===== config.mk =====
export PLATFORM = sky130hd
export DESIGN_NAME = decode_top
export DESIGN_NICKNAME = d
export VERILOG_FILES = /design/src/source/decode_pkg.sv /design/src/source/fetch_if.sv /design/src/source/fetch_queue.sv /design/src/source/id_dec.sv /design/src/source/id.sv /design/src/source/decode_top.sv
export VERILOG_INCLUDE_DIRS = /design/src /design/src/include
export SDC_FILE = /design/constraint.sdc
export NUM_CORES = 1
export LEC_CHECK = 0
export BUFFER_PORTS_ARGS = -buffer_cell sky130_fd_sc_hd__buf_2
export CORE_MARGIN = 4
export CORE_UTILIZATION = 60
export DETAILED_ROUTE_END_ITERATION = 10
export PLACE_DENSITY_LB_ADDON = 0.2
export SETUP_SLACK_MARGIN = 0.5
export SYNTH_ARGS = -nofsm -noshare
export SYNTH_HDL_FRONTEND = slang
export SYNTH_SLANG_ARGS = --single-unit

===== constraint.sdc =====
create_clock -name clk -period 11.6 [get_ports clk]
set_input_delay 1.74 -clock clk [delete_from_list [all_inputs] [get_ports clk]]
set_output_delay 1.74 -clock clk [all_outputs]
set_load 0.05 [all_outputs]

===== src/include/decode_defs.svh =====
// Widths, queue sizing and instruction encodings for the decode stage
// Include wherever a width, opcode or function code is needed

`ifndef DECODE_DEFS_SVH
`define DECODE_DEFS_SVH

// Issue group
`define DEC_ISSUE_WIDTH    2
`define DEC_P_ISSUE_WIDTH  1

`define DEC_INSN_W         32
`define DEC_DW             32
`define DEC_PC_W           32
`define DEC_LRF_AW         5

// Fetch queue
`define DEC_FQ_DEPTH       8
`define DEC_FQ_AW          3

// Opcodes, bits 31:26
`define DEC_OPC_ALU        6'h00
`define DEC_OPC_ADDI       6'h01
`define DEC_OPC_ANDI       6'h02
`define DEC_OPC_LW         6'h10
`define DEC_OPC_SW         6'h11
`define DEC_OPC_BEQ        6'h20
`define DEC_OPC_JAL        6'h21

// R-type function codes, bits 5:0
`define DEC_FN_ADD         6'd0
`define DEC_FN_SUB         6'd1
`define DEC_FN_AND         6'd2
`define DEC_FN_OR          6'd3
`define DEC_FN_XOR         6'd4

`endif


===== src/source/decode_pkg.sv =====
// Micro-op types shared by the decoder, the decode stage and the top level
// Import with decode_pkg::* in the module header

`include "decode_defs.svh"

package decode_pkg;

   // Operation class, one value per execution behaviour
   typedef enum logic [3:0]
   {
      OP_ADD,
      OP_SUB,
      OP_AND,
      OP_OR,
      OP_XOR,
      OP_LOAD,
      OP_STORE,
      OP_BEQ,
      OP_JAL,
      OP_ILLEGAL,
      OP_IRQ
   } uop_op_t;

   // Decoded instruction as handed to rename
   typedef struct packed
   {
      uop_op_t                   op;
      logic [`DEC_DW-1:0]        imm;
      logic [`DEC_LRF_AW-1:0]    lrs1;
      logic                      lrs1_re;
      logic [`DEC_LRF_AW-1:0]    lrs2;
      logic                      lrs2_re;
      logic [`DEC_LRF_AW-1:0]    lrd;
      logic                      lrd_we;
   } uop_t;

endpackage


===== src/source/fetch_if.sv =====
// Fetch queue to decode stage connection
// Lane 0 carries the oldest entry, valid lanes are contiguous from lane 0

`timescale 1ns/100ps

`include "decode_defs.svh"

interface fetch_if;

   logic [`DEC_ISSUE_WIDTH-1:0]                  valid;
   logic [`DEC_ISSUE_WIDTH-1:0][`DEC_INSN_W-1:0] ins;
   logic [`DEC_ISSUE_WIDTH-1:0][`DEC_PC_W-1:0]   pc;
   // Entries consumed at the next edge
   logic [`DEC_P_ISSUE_WIDTH:0]                  pop_cnt;

   modport queue
   (
      output valid, ins, pc,
      input  pop_cnt
   );

   modport dec
   (
      input  valid, ins, pc,
      output pop_cnt
   );

endinterface


===== src/source/fetch_queue.sv =====
// Circular instruction queue feeding the decode stage
// Presents its oldest entries per lane and retires pop_cnt of them each edge

`timescale 1ns/100ps

`include "decode_defs.svh"

module fetch_queue
(
   input  logic                   clk,
   input  logic                   rst,
   input  logic                   flush,
   input  logic                   push_valid,
   input  logic [`DEC_INSN_W-1:0] push_ins,
   input  logic [`DEC_PC_W-1:0]   push_pc,
   output logic                   push_ready,
   fetch_if.queue                 fq
);

   localparam logic [`DEC_FQ_AW:0] FULL = `DEC_FQ_DEPTH;

   logic [`DEC_INSN_W-1:0] ins_mem [`DEC_FQ_DEPTH];
   logic [`DEC_PC_W-1:0]   pc_mem  [`DEC_FQ_DEPTH];
   logic [`DEC_FQ_AW-1:0]  head;
   logic [`DEC_FQ_AW-1:0]  tail;
   logic [`DEC_FQ_AW:0]    count;
   logic                   push_en;
   logic [`DEC_FQ_AW:0]    pop_n;

   assign push_ready = (count != FULL);
   assign push_en    = push_valid & push_ready;

   // Pop count widened to the occupancy width
   assign pop_n = {{(`DEC_FQ_AW - `DEC_P_ISSUE_WIDTH){1'b0}}, fq.pop_cnt};

   // Lane i shows the entry i places behind head
   for (genvar i = 0; i < `DEC_ISSUE_WIDTH; i++)
   begin : gen_lane
      localparam logic [`DEC_FQ_AW-1:0] OFFSET = i;
      logic [`DEC_FQ_AW-1:0] rd_ptr;

      assign rd_ptr      = head + OFFSET;
      assign fq.valid[i] = (count > i);
      assign fq.ins[i]   = ins_mem[rd_ptr];
      assign fq.pc[i]    = pc_mem[rd_ptr];
   end

   // Pointers and occupancy, flush wins over any push in the same cycle
   always_ff @(posedge clk)
   begin
      if (rst || flush)
      begin
         head  <= '0;
         tail  <= '0;
         count <= '0;
      end
      else
      begin
         if (push_en)
         begin
            tail <= tail + 1'b1;
         end
         head  <= head + pop_n[`DEC_FQ_AW-1:0];
         count <= count + {{`DEC_FQ_AW{1'b0}}, push_en} - pop_n;
      end
   end

   // Storage
   always_ff @(posedge clk)
   begin
      if (push_en)
      begin
         ins_mem[tail] <= push_ins;
         pc_mem[tail]  <= push_pc;
      end
   end

endmodule


===== src/source/id_dec.sv =====
// Single-lane instruction decoder, purely combinational
// The parent qualifies irq so only lane 0 can be replaced by the interrupt op

`timescale 1ns/100ps

`include "decode_defs.svh"

module id_dec
   import decode_pkg::*;
(
   input  logic                   valid,
   input  logic [`DEC_INSN_W-1:0] ins,
   input  logic                   irq,
   output uop_t                   uop
);

   logic [5:0]             opc;
   logic [5:0]             fn;
   logic [`DEC_LRF_AW-1:0] f_rd;
   logic [`DEC_LRF_AW-1:0] f_rs1;
   logic [`DEC_LRF_AW-1:0] f_rs2;
   logic [`DEC_DW-1:0]     imm_sext;
   logic [`DEC_DW-1:0]     imm_zext;

   uop_op_t                op;
   logic [`DEC_DW-1:0]     imm;
   logic [`DEC_LRF_AW-1:0] lrs2;
   logic                   rs1_re;
   logic                   rs2_re;
   logic                   rd_we;

   // Field extraction
   assign opc   = ins[31:26];
   assign f_rd  = ins[25:21];
   assign f_rs1 = ins[20:16];
   assign f_rs2 = ins[15:11];
   assign fn    = ins[5:0];

   assign imm_sext = {{(`DEC_DW - 16){ins[15]}}, ins[15:0]};
   assign imm_zext = {{(`DEC_DW - 16){1'b0}}, ins[15:0]};

   always_comb
   begin
      op     = OP_ILLEGAL;
      imm    = '0;
      lrs2   = f_rs2;
      rs1_re = 1'b0;
      rs2_re = 1'b0;
      rd_we  = 1'b0;
      case (opc)
         `DEC_OPC_ALU:
         begin
            rs1_re = 1'b1;
            rs2_re = 1'b1;
            rd_we  = 1'b1;
            case (fn)
               `DEC_FN_ADD: op = OP_ADD;
               `DEC_FN_SUB: op = OP_SUB;
               `DEC_FN_AND: op = OP_AND;
               `DEC_FN_OR:  op = OP_OR;
               `DEC_FN_XOR: op = OP_XOR;
               default:
               begin
                  // Unknown function code touches no registers
                  rs1_re = 1'b0;
                  rs2_re = 1'b0;
                  rd_we  = 1'b0;
               end
            endcase
         end
         `DEC_OPC_ADDI, `DEC_OPC_ANDI, `DEC_OPC_LW:
         begin
            op     = (opc == `DEC_OPC_ADDI) ? OP_ADD :
                     (opc == `DEC_OPC_ANDI) ? OP_AND : OP_LOAD;
            imm    = (opc == `DEC_OPC_ANDI) ? imm_zext : imm_sext;
            rs1_re = 1'b1;
            rd_we  = 1'b1;
         end
         `DEC_OPC_SW, `DEC_OPC_BEQ:
         begin
            // Second source sits in the rd field for stores and branches
            op     = (opc == `DEC_OPC_SW) ? OP_STORE : OP_BEQ;
            imm    = imm_sext;
            lrs2   = f_rd;
            rs1_re = 1'b1;
            rs2_re = 1'b1;
         end
         `DEC_OPC_JAL:
         begin
            op    = OP_JAL;
            imm   = imm_sext;
            rd_we = 1'b1;
         end
         default:
         begin
            op = OP_ILLEGAL;
         end
      endcase
   end

   // Interrupt replaces the op and drops all register traffic
   assign uop.op      = irq ? OP_IRQ : op;
   assign uop.imm     = imm;
   assign uop.lrs1    = f_rs1;
   assign uop.lrs1_re = valid & ~irq & rs1_re;
   assign uop.lrs2    = lrs2;
   assign uop.lrs2_re = valid & ~irq & rs2_re;
   assign uop.lrd     = f_rd;
   // r0 is never written
   assign uop.lrd_we  = valid & ~irq & rd_we & (f_rd != '0);

endmodule


===== src/source/id.sv =====
// Decode stage between the fetch queue and rename
// Decodes every lane in parallel and registers the group once rename can take it

`timescale 1ns/100ps

`include "decode_defs.svh"

module id
   import decode_pkg::*;
(
   input  logic                                clk,
   input  logic                                rst,
   input  logic                                flush,
   input  logic                                rn_stall_req,
   input  logic                                irq_async,
   fetch_if.dec                                fe,
   output logic [`DEC_ISSUE_WIDTH-1:0]         rn_valid,
   output uop_t [`DEC_ISSUE_WIDTH-1:0]         rn_uop,
   output logic [`DEC_ISSUE_WIDTH-1:0][`DEC_PC_W-1:0] rn_pc
);

   localparam int IW = `DEC_ISSUE_WIDTH;

   logic                          p_ce;
   logic [IW-1:0]                 irq_lane;
   uop_t [IW-1:0]                 dec_uop;
   logic [`DEC_P_ISSUE_WIDTH:0]   pop_cnt;

   // Pipeline advances whenever rename is not stalling
   assign p_ce = ~rn_stall_req;

   // Only the oldest lane takes the interrupt
   assign irq_lane = {{(IW - 1){1'b0}}, irq_async};

   for (genvar i = 0; i < IW; i++)
   begin : gen_dec
      id_dec id_dec_i
      (
         .valid (fe.valid[i]),
         .ins   (fe.ins[i]),
         .irq   (irq_lane[i]),
         .uop   (dec_uop[i])
      );
   end

   // Every valid lane is consumed when the stage advances
   always_comb
   begin
      pop_cnt = '0;
      for (int i = 0; i < IW; i++)
      begin
         pop_cnt = pop_cnt + {{`DEC_P_ISSUE_WIDTH{1'b0}}, fe.valid[i] & p_ce};
      end
   end

   assign fe.pop_cnt = pop_cnt;

   always_ff @(posedge clk)
   begin
      if (rst || flush)
      begin
         rn_valid <= '0;
      end
      else if (p_ce)
      begin
         rn_valid <= fe.valid;
      end
   end

   // Payload holds under stall
   always_ff @(posedge clk)
   begin
      if (p_ce)
      begin
         rn_uop <= dec_uop;
         rn_pc  <= fe.pc;
      end
   end

endmodule


===== src/source/decode_top.sv =====
// Decode front end top level with the fetch queue and the decode stage
// The rename side sees one plain port per micro-op field, packed per lane

`timescale 1ns/100ps

`include "decode_defs.svh"

module decode_top
   import decode_pkg::*;
(
   input  logic                                          clk,
   input  logic                                          rst,
   input  logic                                          flush,
   input  logic                                          rn_stall_req,
   input  logic                                          irq_async,
   input  logic                                          push_valid,
   input  logic [`DEC_INSN_W-1:0]                        push_ins,
   input  logic [`DEC_PC_W-1:0]                          push_pc,
   output logic                                          push_ready,
   output logic [`DEC_ISSUE_WIDTH-1:0]                   rn_valid,
   output uop_op_t [`DEC_ISSUE_WIDTH-1:0]                rn_op,
   output logic [`DEC_ISSUE_WIDTH-1:0][`DEC_DW-1:0]      rn_imm,
   output logic [`DEC_ISSUE_WIDTH-1:0][`DEC_LRF_AW-1:0]  rn_lrs1,
   output logic [`DEC_ISSUE_WIDTH-1:0]                   rn_lrs1_re,
   output logic [`DEC_ISSUE_WIDTH-1:0][`DEC_LRF_AW-1:0]  rn_lrs2,
   output logic [`DEC_ISSUE_WIDTH-1:0]                   rn_lrs2_re,
   output logic [`DEC_ISSUE_WIDTH-1:0][`DEC_LRF_AW-1:0]  rn_lrd,
   output logic [`DEC_ISSUE_WIDTH-1:0]                   rn_lrd_we,
   output logic [`DEC_ISSUE_WIDTH-1:0][`DEC_PC_W-1:0]    rn_pc
);

   uop_t [`DEC_ISSUE_WIDTH-1:0] rn_uop;

   fetch_if fq_if ();

   fetch_queue fetch_queue_i
   (
      .clk        (clk),
      .rst        (rst),
      .flush      (flush),
      .push_valid (push_valid),
      .push_ins   (push_ins),
      .push_pc    (push_pc),
      .push_ready (push_ready),
      .fq         (fq_if)
   );

   id id_i
   (
      .clk          (clk),
      .rst          (rst),
      .flush        (flush),
      .rn_stall_req (rn_stall_req),
      .irq_async    (irq_async),
      .fe           (fq_if),
      .rn_valid     (rn_valid),
      .rn_uop       (rn_uop),
      .rn_pc        (rn_pc)
   );

   // Split each lane's micro-op into its fields
   for (genvar i = 0; i < `DEC_ISSUE_WIDTH; i++)
   begin : gen_unpack
      assign rn_op[i]      = rn_uop[i].op;
      assign rn_imm[i]     = rn_uop[i].imm;
      assign rn_lrs1[i]    = rn_uop[i].lrs1;
      assign rn_lrs1_re[i] = rn_uop[i].lrs1_re;
      assign rn_lrs2[i]    = rn_uop[i].lrs2;
      assign rn_lrs2_re[i] = rn_uop[i].lrs2_re;
      assign rn_lrd[i]     = rn_uop[i].lrd;
      assign rn_lrd_we[i]  = rn_uop[i].lrd_we;
   end

endmodule


# [Word-level counts from Yosys, hierarchy flattened]
# Memory sizes are Yosys's and may differ from the RTL's. A register that Yosys moved wholly into a read port is not among the register bits.
# Index checks and enable logic that the tools add are counted.
[classes] add_sub_neg=6 order_cmp=2 n_eq_ne=21 mux=27 bitwise_logic=14 reduce_logical=21
[op_table] op="32-bit case mux with 2 select lines" count=2
[op_table] op="32-bit two-way mux" count=2
[op_table] op="4-bit case mux with 5 select lines" count=2
[op_table] op="6-bit by 2-bit == test with 1-bit output, second input constant" count=6
[op_table] op="4-bit case mux with 4 select lines" count=2
[op_table] op="6-bit by 1-bit == test with 1-bit output, second input constant" count=4
[op_table] op="6-bit by 5-bit == test with 1-bit output, second input constant" count=4
[op_table] op="6-bit == test, second input constant" count=4
[op_table] op="6-bit logical NOT" count=4
[op_table] op="5-bit OR reduction" count=4
[op_table] op="3-bit two-way mux" count=5
[op_table] op="1-bit AND" count=12
[op_table] op="6-bit by 3-bit == test with 1-bit output, second input constant" count=2
[op_table] op="1-bit case mux with 2 select lines" count=6
[op_table] op="3-bit OR reduction" count=4
[op_table] op="5-bit two-way mux" count=2
[op_table] op="5-bit nonzero test" count=2
[op_table] op="4-bit by 1-bit > comparator with 1-bit output, second input constant" count=2
[op_table] op="4-bit OR reduction" count=2
[op_table] op="3-bit by 1-bit adder with 3-bit output, second input constant" count=2
[op_table] op="1-bit two-way mux" count=6
[op_table] op="4-bit by 1-bit adder with 4-bit output" count=1
[op_table] op="4-bit != test, second input constant" count=1
[op_table] op="2-bit OR reduction" count=2
[op_table] op="other kinds (6)" count=8
[totals] register_bits=120 mem_bits_rw=512 in_bits=70 output_inout_bits=175 elab_cells=113 n_memories=2
[mem_list] memory="fetch_queue_i.ins_mem" words=8 width=32 read_ports=2 rd_clocked_by_memory_dff=1 write_ports=1 line="fetch_queue.sv:22" source="logic [`DEC_INSN_W-1:0] ins_mem [`DEC_FQ_DEPTH];"
[mem_list] memory="fetch_queue_i.pc_mem" words=8 width=32 read_ports=2 rd_clocked_by_memory_dff=2 write_ports=1 line="fetch_queue.sv:23" source="logic [`DEC_PC_W-1:0] pc_mem [`DEC_FQ_DEPTH];"

# [Longest topological paths before layout]
# An unclocked memory read counts as a cell.
[logic_depth] ltp_word=8 ltp_mapped=13 ltp_nobuf=13

# [Cells and area by module]
# A second synthesis with hierarchy kept.
[hier_totals] cells_unflattened=1428 hier_area_um2=30357.9
[by_module_without_submodules] module="fetch_queue" n_inst=1 cells_per_inst=1043 area_each_um2=23674.0
[by_module_without_submodules] module="id" n_inst=1 cells_per_inst=183 area_each_um2=5272.6
[by_module_without_submodules] module="id_dec" n_inst=2 cells_per_inst=101 area_each_um2=705.7

# [Worst setup path after synthesis]
# OpenSTA, ideal clock, no wires.
[synth_path] kind="input to register" startpoint="input push_valid" endpoint="memory fetch_queue_i.ins_mem[0][0] (netlist name) (enable)" setup_ns=0.565 arrival_ns=6.545 required_ns=11.035 slack_ns=4.490 cell_stages=4 cell_sequence="and2_1 clkbuf_1 nand2b_1 nor3_1"
[synth_via] elab_chain_cells=3
[synth_rtl] element="from (decl)" line="decode_top.sv:16" source="input logic push_valid,"
[synth_rtl] element="1-bit AND" line="fetch_queue.sv:31" source="assign push_en = push_valid & push_ready;"
[synth_rtl] element="named net fetch_queue_i.push_en" line="fetch_queue.sv:27" source="logic push_en;"
[synth_rtl] element="1-bit two-way mux" line="fetch_queue.sv:71" source="if (push_en)"
[synth_rtl] element="1-bit two-way mux (not written as such)" line="fetch_queue.sv:73" source="ins_mem[tail] <= push_ins;"
[synth_rtl] element="to (decl)" line="fetch_queue.sv:22"
# The timed path passes the listed nets, and every way through them passes these cells.

==> metrics.log <==
INFO  metric antenna_violation_net_count_after_detailed_routing = 0
INFO  metric period_needed = 5.10 ns
INFO  metric path_clk_slew = 0.06 ns
INFO  metric slew-limit-headroom = 27.1%
INFO  metric gp_congestion = 0.848
INFO  metric switchingPower = 1.94 mW
INFO  metric ios = 245
INFO  metric ys_ff_latch = 666
INFO  metric die_h = 229 um
INFO  metric number_of_drc_markers_after_the_initial_detailed_route_iteration = 1310
INFO  metric worst_case_clock_buffer_depth = 3
INFO  metric timing.setup.critical_path_class = reg2reg
INFO  metric timing.critical_path.slowest_stage_cell = sky130_fd_sc_hd__buf_4
INFO  metric global_route_wire_length_before_repair = 94800 um
INFO  metric cap_violations = 0
INFO  metric timing.final.hold_violations = 0
INFO  metric setup-tns-final = 0 ns
INFO  metric final_layout_size_suffix_gt1_share = 37.7%
INFO  metric met2_wirelength = 31600 um
INFO  metric numCtsBuffers = 68
INFO  metric maxUsedRoutingLayer = met5
INFO  metric area_growth_syn_to_layout = 12.9%
INFO  metric synth.yosys.seq_area_share = 68.1%
INFO  metric filler_cell_count = 3029
INFO  metric initial_core_util = 60.9%
INFO  metric routed-wl-met3 = 4480 um
INFO  metric core = 47900 sq um
INFO  metric finalWirelength = 62500 um
INFO  metric yosysMostFrequentCell = sky130_fd_sc_hd__edfxtp_1
INFO  metric pwr-share-comb = 25.3%
INFO  metric postCtsSetupRepairBufs = 0
INFO  metric design.final.nets = 1819
INFO  metric rsz0062_at_grt = no
INFO  metric clock_tree.root_cell = sky130_fd_sc_hd__clkbuf_16
INFO  metric clkSinkCount = 666
INFO  metric multiInputGateArea = 8680 sq um
INFO  metric worstPathRequired = 11.92 ns
INFO  metric m1WireLength = 24600 um
INFO  metric place_hpwl = 36600 um
INFO  metric postSynthNetCount = 1596
INFO  metric switching_share = 29.0%
INFO  metric min_period_over_period = 44.0%
INFO  metric clock_latency_on_the_worst_skew_pair = 0.59 ns
INFO  metric first_global_vias = 15.7k
INFO  metric cellLeakagePower = 10.9 nW
INFO  metric grt_max_degree = 76
INFO  metric outcome = completed
INFO  metric report.final.slew_viol_count = 0
INFO  metric grt_use_total = 24.0%
INFO  metric cp-start-kind = flop
INFO  metric highest_clock_frequency_the_design_can_meet = 196 MHz
INFO  metric register_area = 19900 sq um
INFO  metric holdWs = 0.489 ns
INFO  metric std_cell_rows = 80
INFO  metric total_grt_overflow = 0
INFO  metric detailedRoute.firstPassIterationCount = 5
INFO  metric fp.dieArea = 52200 sq um
INFO  metric port-buffer-count = 244
INFO  metric postCtsHoldBufs = 0
INFO  metric drt-wirelength-per-cell = 26.0 um
INFO  metric worst_path_largest_cell_delay = 0.98 ns
INFO  metric synth.cell_area = 29200 sq um
INFO  metric worst-path-max-fanout = 68
INFO  metric cts_repair_resize_count = 0
INFO  metric final_core_utilization = 68.7%
INFO  metric async_flop_share = 0%
INFO  metric setup_viol_count_final = 0
INFO  metric vias_per_cell = 6.29
INFO  metric post_synth_most_frequent_cells = 654 x sky130_fd_sc_hd__edfxtp_1, 245 x sky130_fd_sc_hd__mux4_2, 152 x sky130_fd_sc_hd__nand2_1, 71 x sky130_fd_sc_hd__mux2i_1, 65 x sky130_fd_sc_hd__nor2_1
INFO  metric antenna_found_initial = 13
INFO  metric yosysWarningCount = 0
INFO  metric fin_worst_skew = 0.0288 ns
INFO  metric power_frac_seq = 43.3%
INFO  metric power.share.clock = 31.4%
INFO  metric pre_cts_slack = 6.51 ns
INFO  metric worstPathArrival = 5.42 ns
INFO  metric cpMostUsedCell = sky130_fd_sc_hd__buf_4
INFO  metric synth_enable_flop_cells = 654
INFO  metric netlist_instances = 1512
INFO  metric yosys_most_used_dff = sky130_fd_sc_hd__edfxtp_1
INFO  metric drc_errors_left = 0
INFO  metric horiz_die_dim = 229 um
INFO  metric synthTopCellsByArea = sky130_fd_sc_hd__edfxtp_1 67%, sky130_fd_sc_hd__mux4_2 19%, sky130_fd_sc_hd__mux2i_1 2.4%
INFO  metric cp_cell_sequence = ha_4, buf_4, buf_4, mux2i_1, mux4_2, nand3_1, nor3_2, a22oi_1, or2_2
INFO  metric internal_power = 4.73 mW
INFO  metric cts_tree = built
INFO  metric setup_slack = 6.50 ns
INFO  metric p_per_area = 202 nW/um^2
INFO  metric yosysTopAreaCell = sky130_fd_sc_hd__edfxtp_1
INFO  metric timing_worst_slew_pin_value = 1.09 ns
INFO  metric vias = 15.1k
INFO  metric worst_hold_path_type = reg2reg
INFO  metric post-synth-top-area-fraction = 67.3%
INFO  metric synth.distinct_cells = 56
INFO  metric end_kind = flop
INFO  metric syn-mean-instance-area = 19.3 sq um
INFO  metric htreeDepth = 3
INFO  metric peakVddDrop = 0.000147 V
## cells by family (layout without fill, tap and decap cells)
kind of cell	Yosys count	count (layout)	share of synthesized area, %
DFF	666	666	68.1
muxes	368	368	23.3
and+or+nand+nor	272	272	3.98
buffers and inverters	137	407	2.46
AOI/OAI and AO/OA	47	47	1.14
adders and majority gates	15	15	0.686
xor gates and xnor gates	7	7	0.262
other	0	5	0
## worst paths after layout
path	from	end	slack (ns)	cells past startpoint
setup / recovery	fetch_queue_i.head[1]	id_i.rn_uop[107]	6.50	9
hold / removal	id_i.rn_valid[0]	id_i.rn_valid[0]	0.49	2
setup reg to reg	fetch_queue_i.head[1]	id_i.rn_uop[107]	6.50	9
hold reg to reg	id_i.rn_valid[0]	id_i.rn_valid[0]	0.49	2
## worst max-delay path, delay by kind of cell, from the launching register on
family | cells | cell delay, ns
AND/OR/NAND/NOR | 3 | 0.88
buffers and inverters | 2 | 1.82
multiplexers | 2 | 0.57
flip-flops | 1 | 0.85
AO/OA/AOI/OAI | 1 | 0.17
adder cells (fa/ha/maj) | 1 | 0.44
## power by group through the flow
stage / logic (mW) / clock network, mW / registers (mW)
final: 1.69 / 2.10 / 2.89
after global routing: 1.81 / 2.24 / 2.90
after CTS: 1.70 / 2.13 / 2.89
after detailed placement: 1.69 / 0 / 2.94
after global placement: 1.67 / 0 / 2.93
after floorplan: 1.07 / 0 / 3.21
## state kept, by name, indices dropped and copies added, names as in the netlist
register and flops:
id_i.rn_valid 2, id_i.rn_uop 78, fetch_queue_i.tail 3, fetch_queue_i.count 4, id_i.rn_pc 64, fetch_queue_i.ins_mem 256
fetch_queue_i.pc_mem 256, fetch_queue_i.head 3
## per-stage QoR
| step | cells | cell area [sq um] | power, mW |
|---|---|---|---|
| after global routing | 2399 | 32900 | 6.95 |
| final | 2402 | 32900 | 6.67 |
| after CTS | 2397 | 32900 | 6.72 |
| after global placement | 2280 | 30800 | 4.61 |
| after detailed placement | 2280 | 30800 | 4.63 |
| after floorplan | 1512 | 29200 | 4.28 |
## layout make-up
cell class	instances	share of cell area [%]
antenna	5	0.0380
clock buffer	93	5.67
clock inverter	24	0.725
inverter	22	0.266
multi-input combinational	709	26.3
sequential	666	60.4
tap	615	2.34
timing repair buffer	268	4.25
## layout by cell type (no fill, tap or decap), types with 3 or more instances in the layout
| cell type | netlist | routed |
|---|---|---|
| sky130_fd_sc_hd__nand2_1 | 152 | 152 |
| sky130_fd_sc_hd__clkinv_2 | 0 | 6 |
| sky130_fd_sc_hd__clkinv_1 | 1 | 12 |
| sky130_fd_sc_hd__buf_2 | 52 | 244 |
| sky130_fd_sc_hd__buf_4 | 33 | 24 |
| sky130_fd_sc_hd__nor3b_1 | 4 | 4 |
| sky130_fd_sc_hd__ha_1 | 12 | 11 |
| sky130_fd_sc_hd__edfxtp_1 | 654 | 654 |
| sky130_fd_sc_hd__and2_1 | 7 | 7 |
| sky130_fd_sc_hd__nand3b_1 | 3 | 3 |
| sky130_fd_sc_hd__a21o_1 | 3 | 3 |
| sky130_fd_sc_hd__clkbuf_1 | 18 | 21 |
| sky130_fd_sc_hd__nor3_2 | 1 | 3 |
| sky130_fd_sc_hd__bufinv_16 | 0 | 5 |
| sky130_fd_sc_hd__nand2b_1 | 9 | 9 |
| sky130_fd_sc_hd__a211oi_1 | 3 | 3 |
| sky130_fd_sc_hd__mux4_2 | 245 | 245 |
| sky130_fd_sc_hd__or3_1 | 3 | 3 |
| sky130_fd_sc_hd__o31ai_1 | 3 | 3 |
| sky130_fd_sc_hd__dfxtp_4 | 0 | 3 |
| sky130_fd_sc_hd__clkbuf_16 | 0 | 71 |
| sky130_fd_sc_hd__nor3_1 | 15 | 13 |
| sky130_fd_sc_hd__diode_2 | 0 | 5 |
| sky130_fd_sc_hd__nor2_1 | 65 | 59 |
| sky130_fd_sc_hd__mux2_2 | 52 | 52 |
| sky130_fd_sc_hd__dfxtp_1 | 12 | 9 |
| sky130_fd_sc_hd__inv_1 | 21 | 20 |
| sky130_fd_sc_hd__mux2i_1 | 71 | 71 |
| sky130_fd_sc_hd__nand3_1 | 4 | 4 |
| sky130_fd_sc_hd__xnor2_1 | 3 | 3 |
| sky130_fd_sc_hd__a21oi_1 | 18 | 18 |
| sky130_fd_sc_hd__nor2_4 | 0 | 6 |
## metal layers
| layer | vias up | global-route usage, % |
|---|---|---|
| met5 | - | 0 |
| met4 | 12 | 7.75 |
| met3 | 108 | 4.99 |
| met2 | 580 | 40.6 |
| met1 | 7824 | 32.0 |
| li1 | 6582 | - |
No activity file was read; power rests on OpenSTA's default activity.
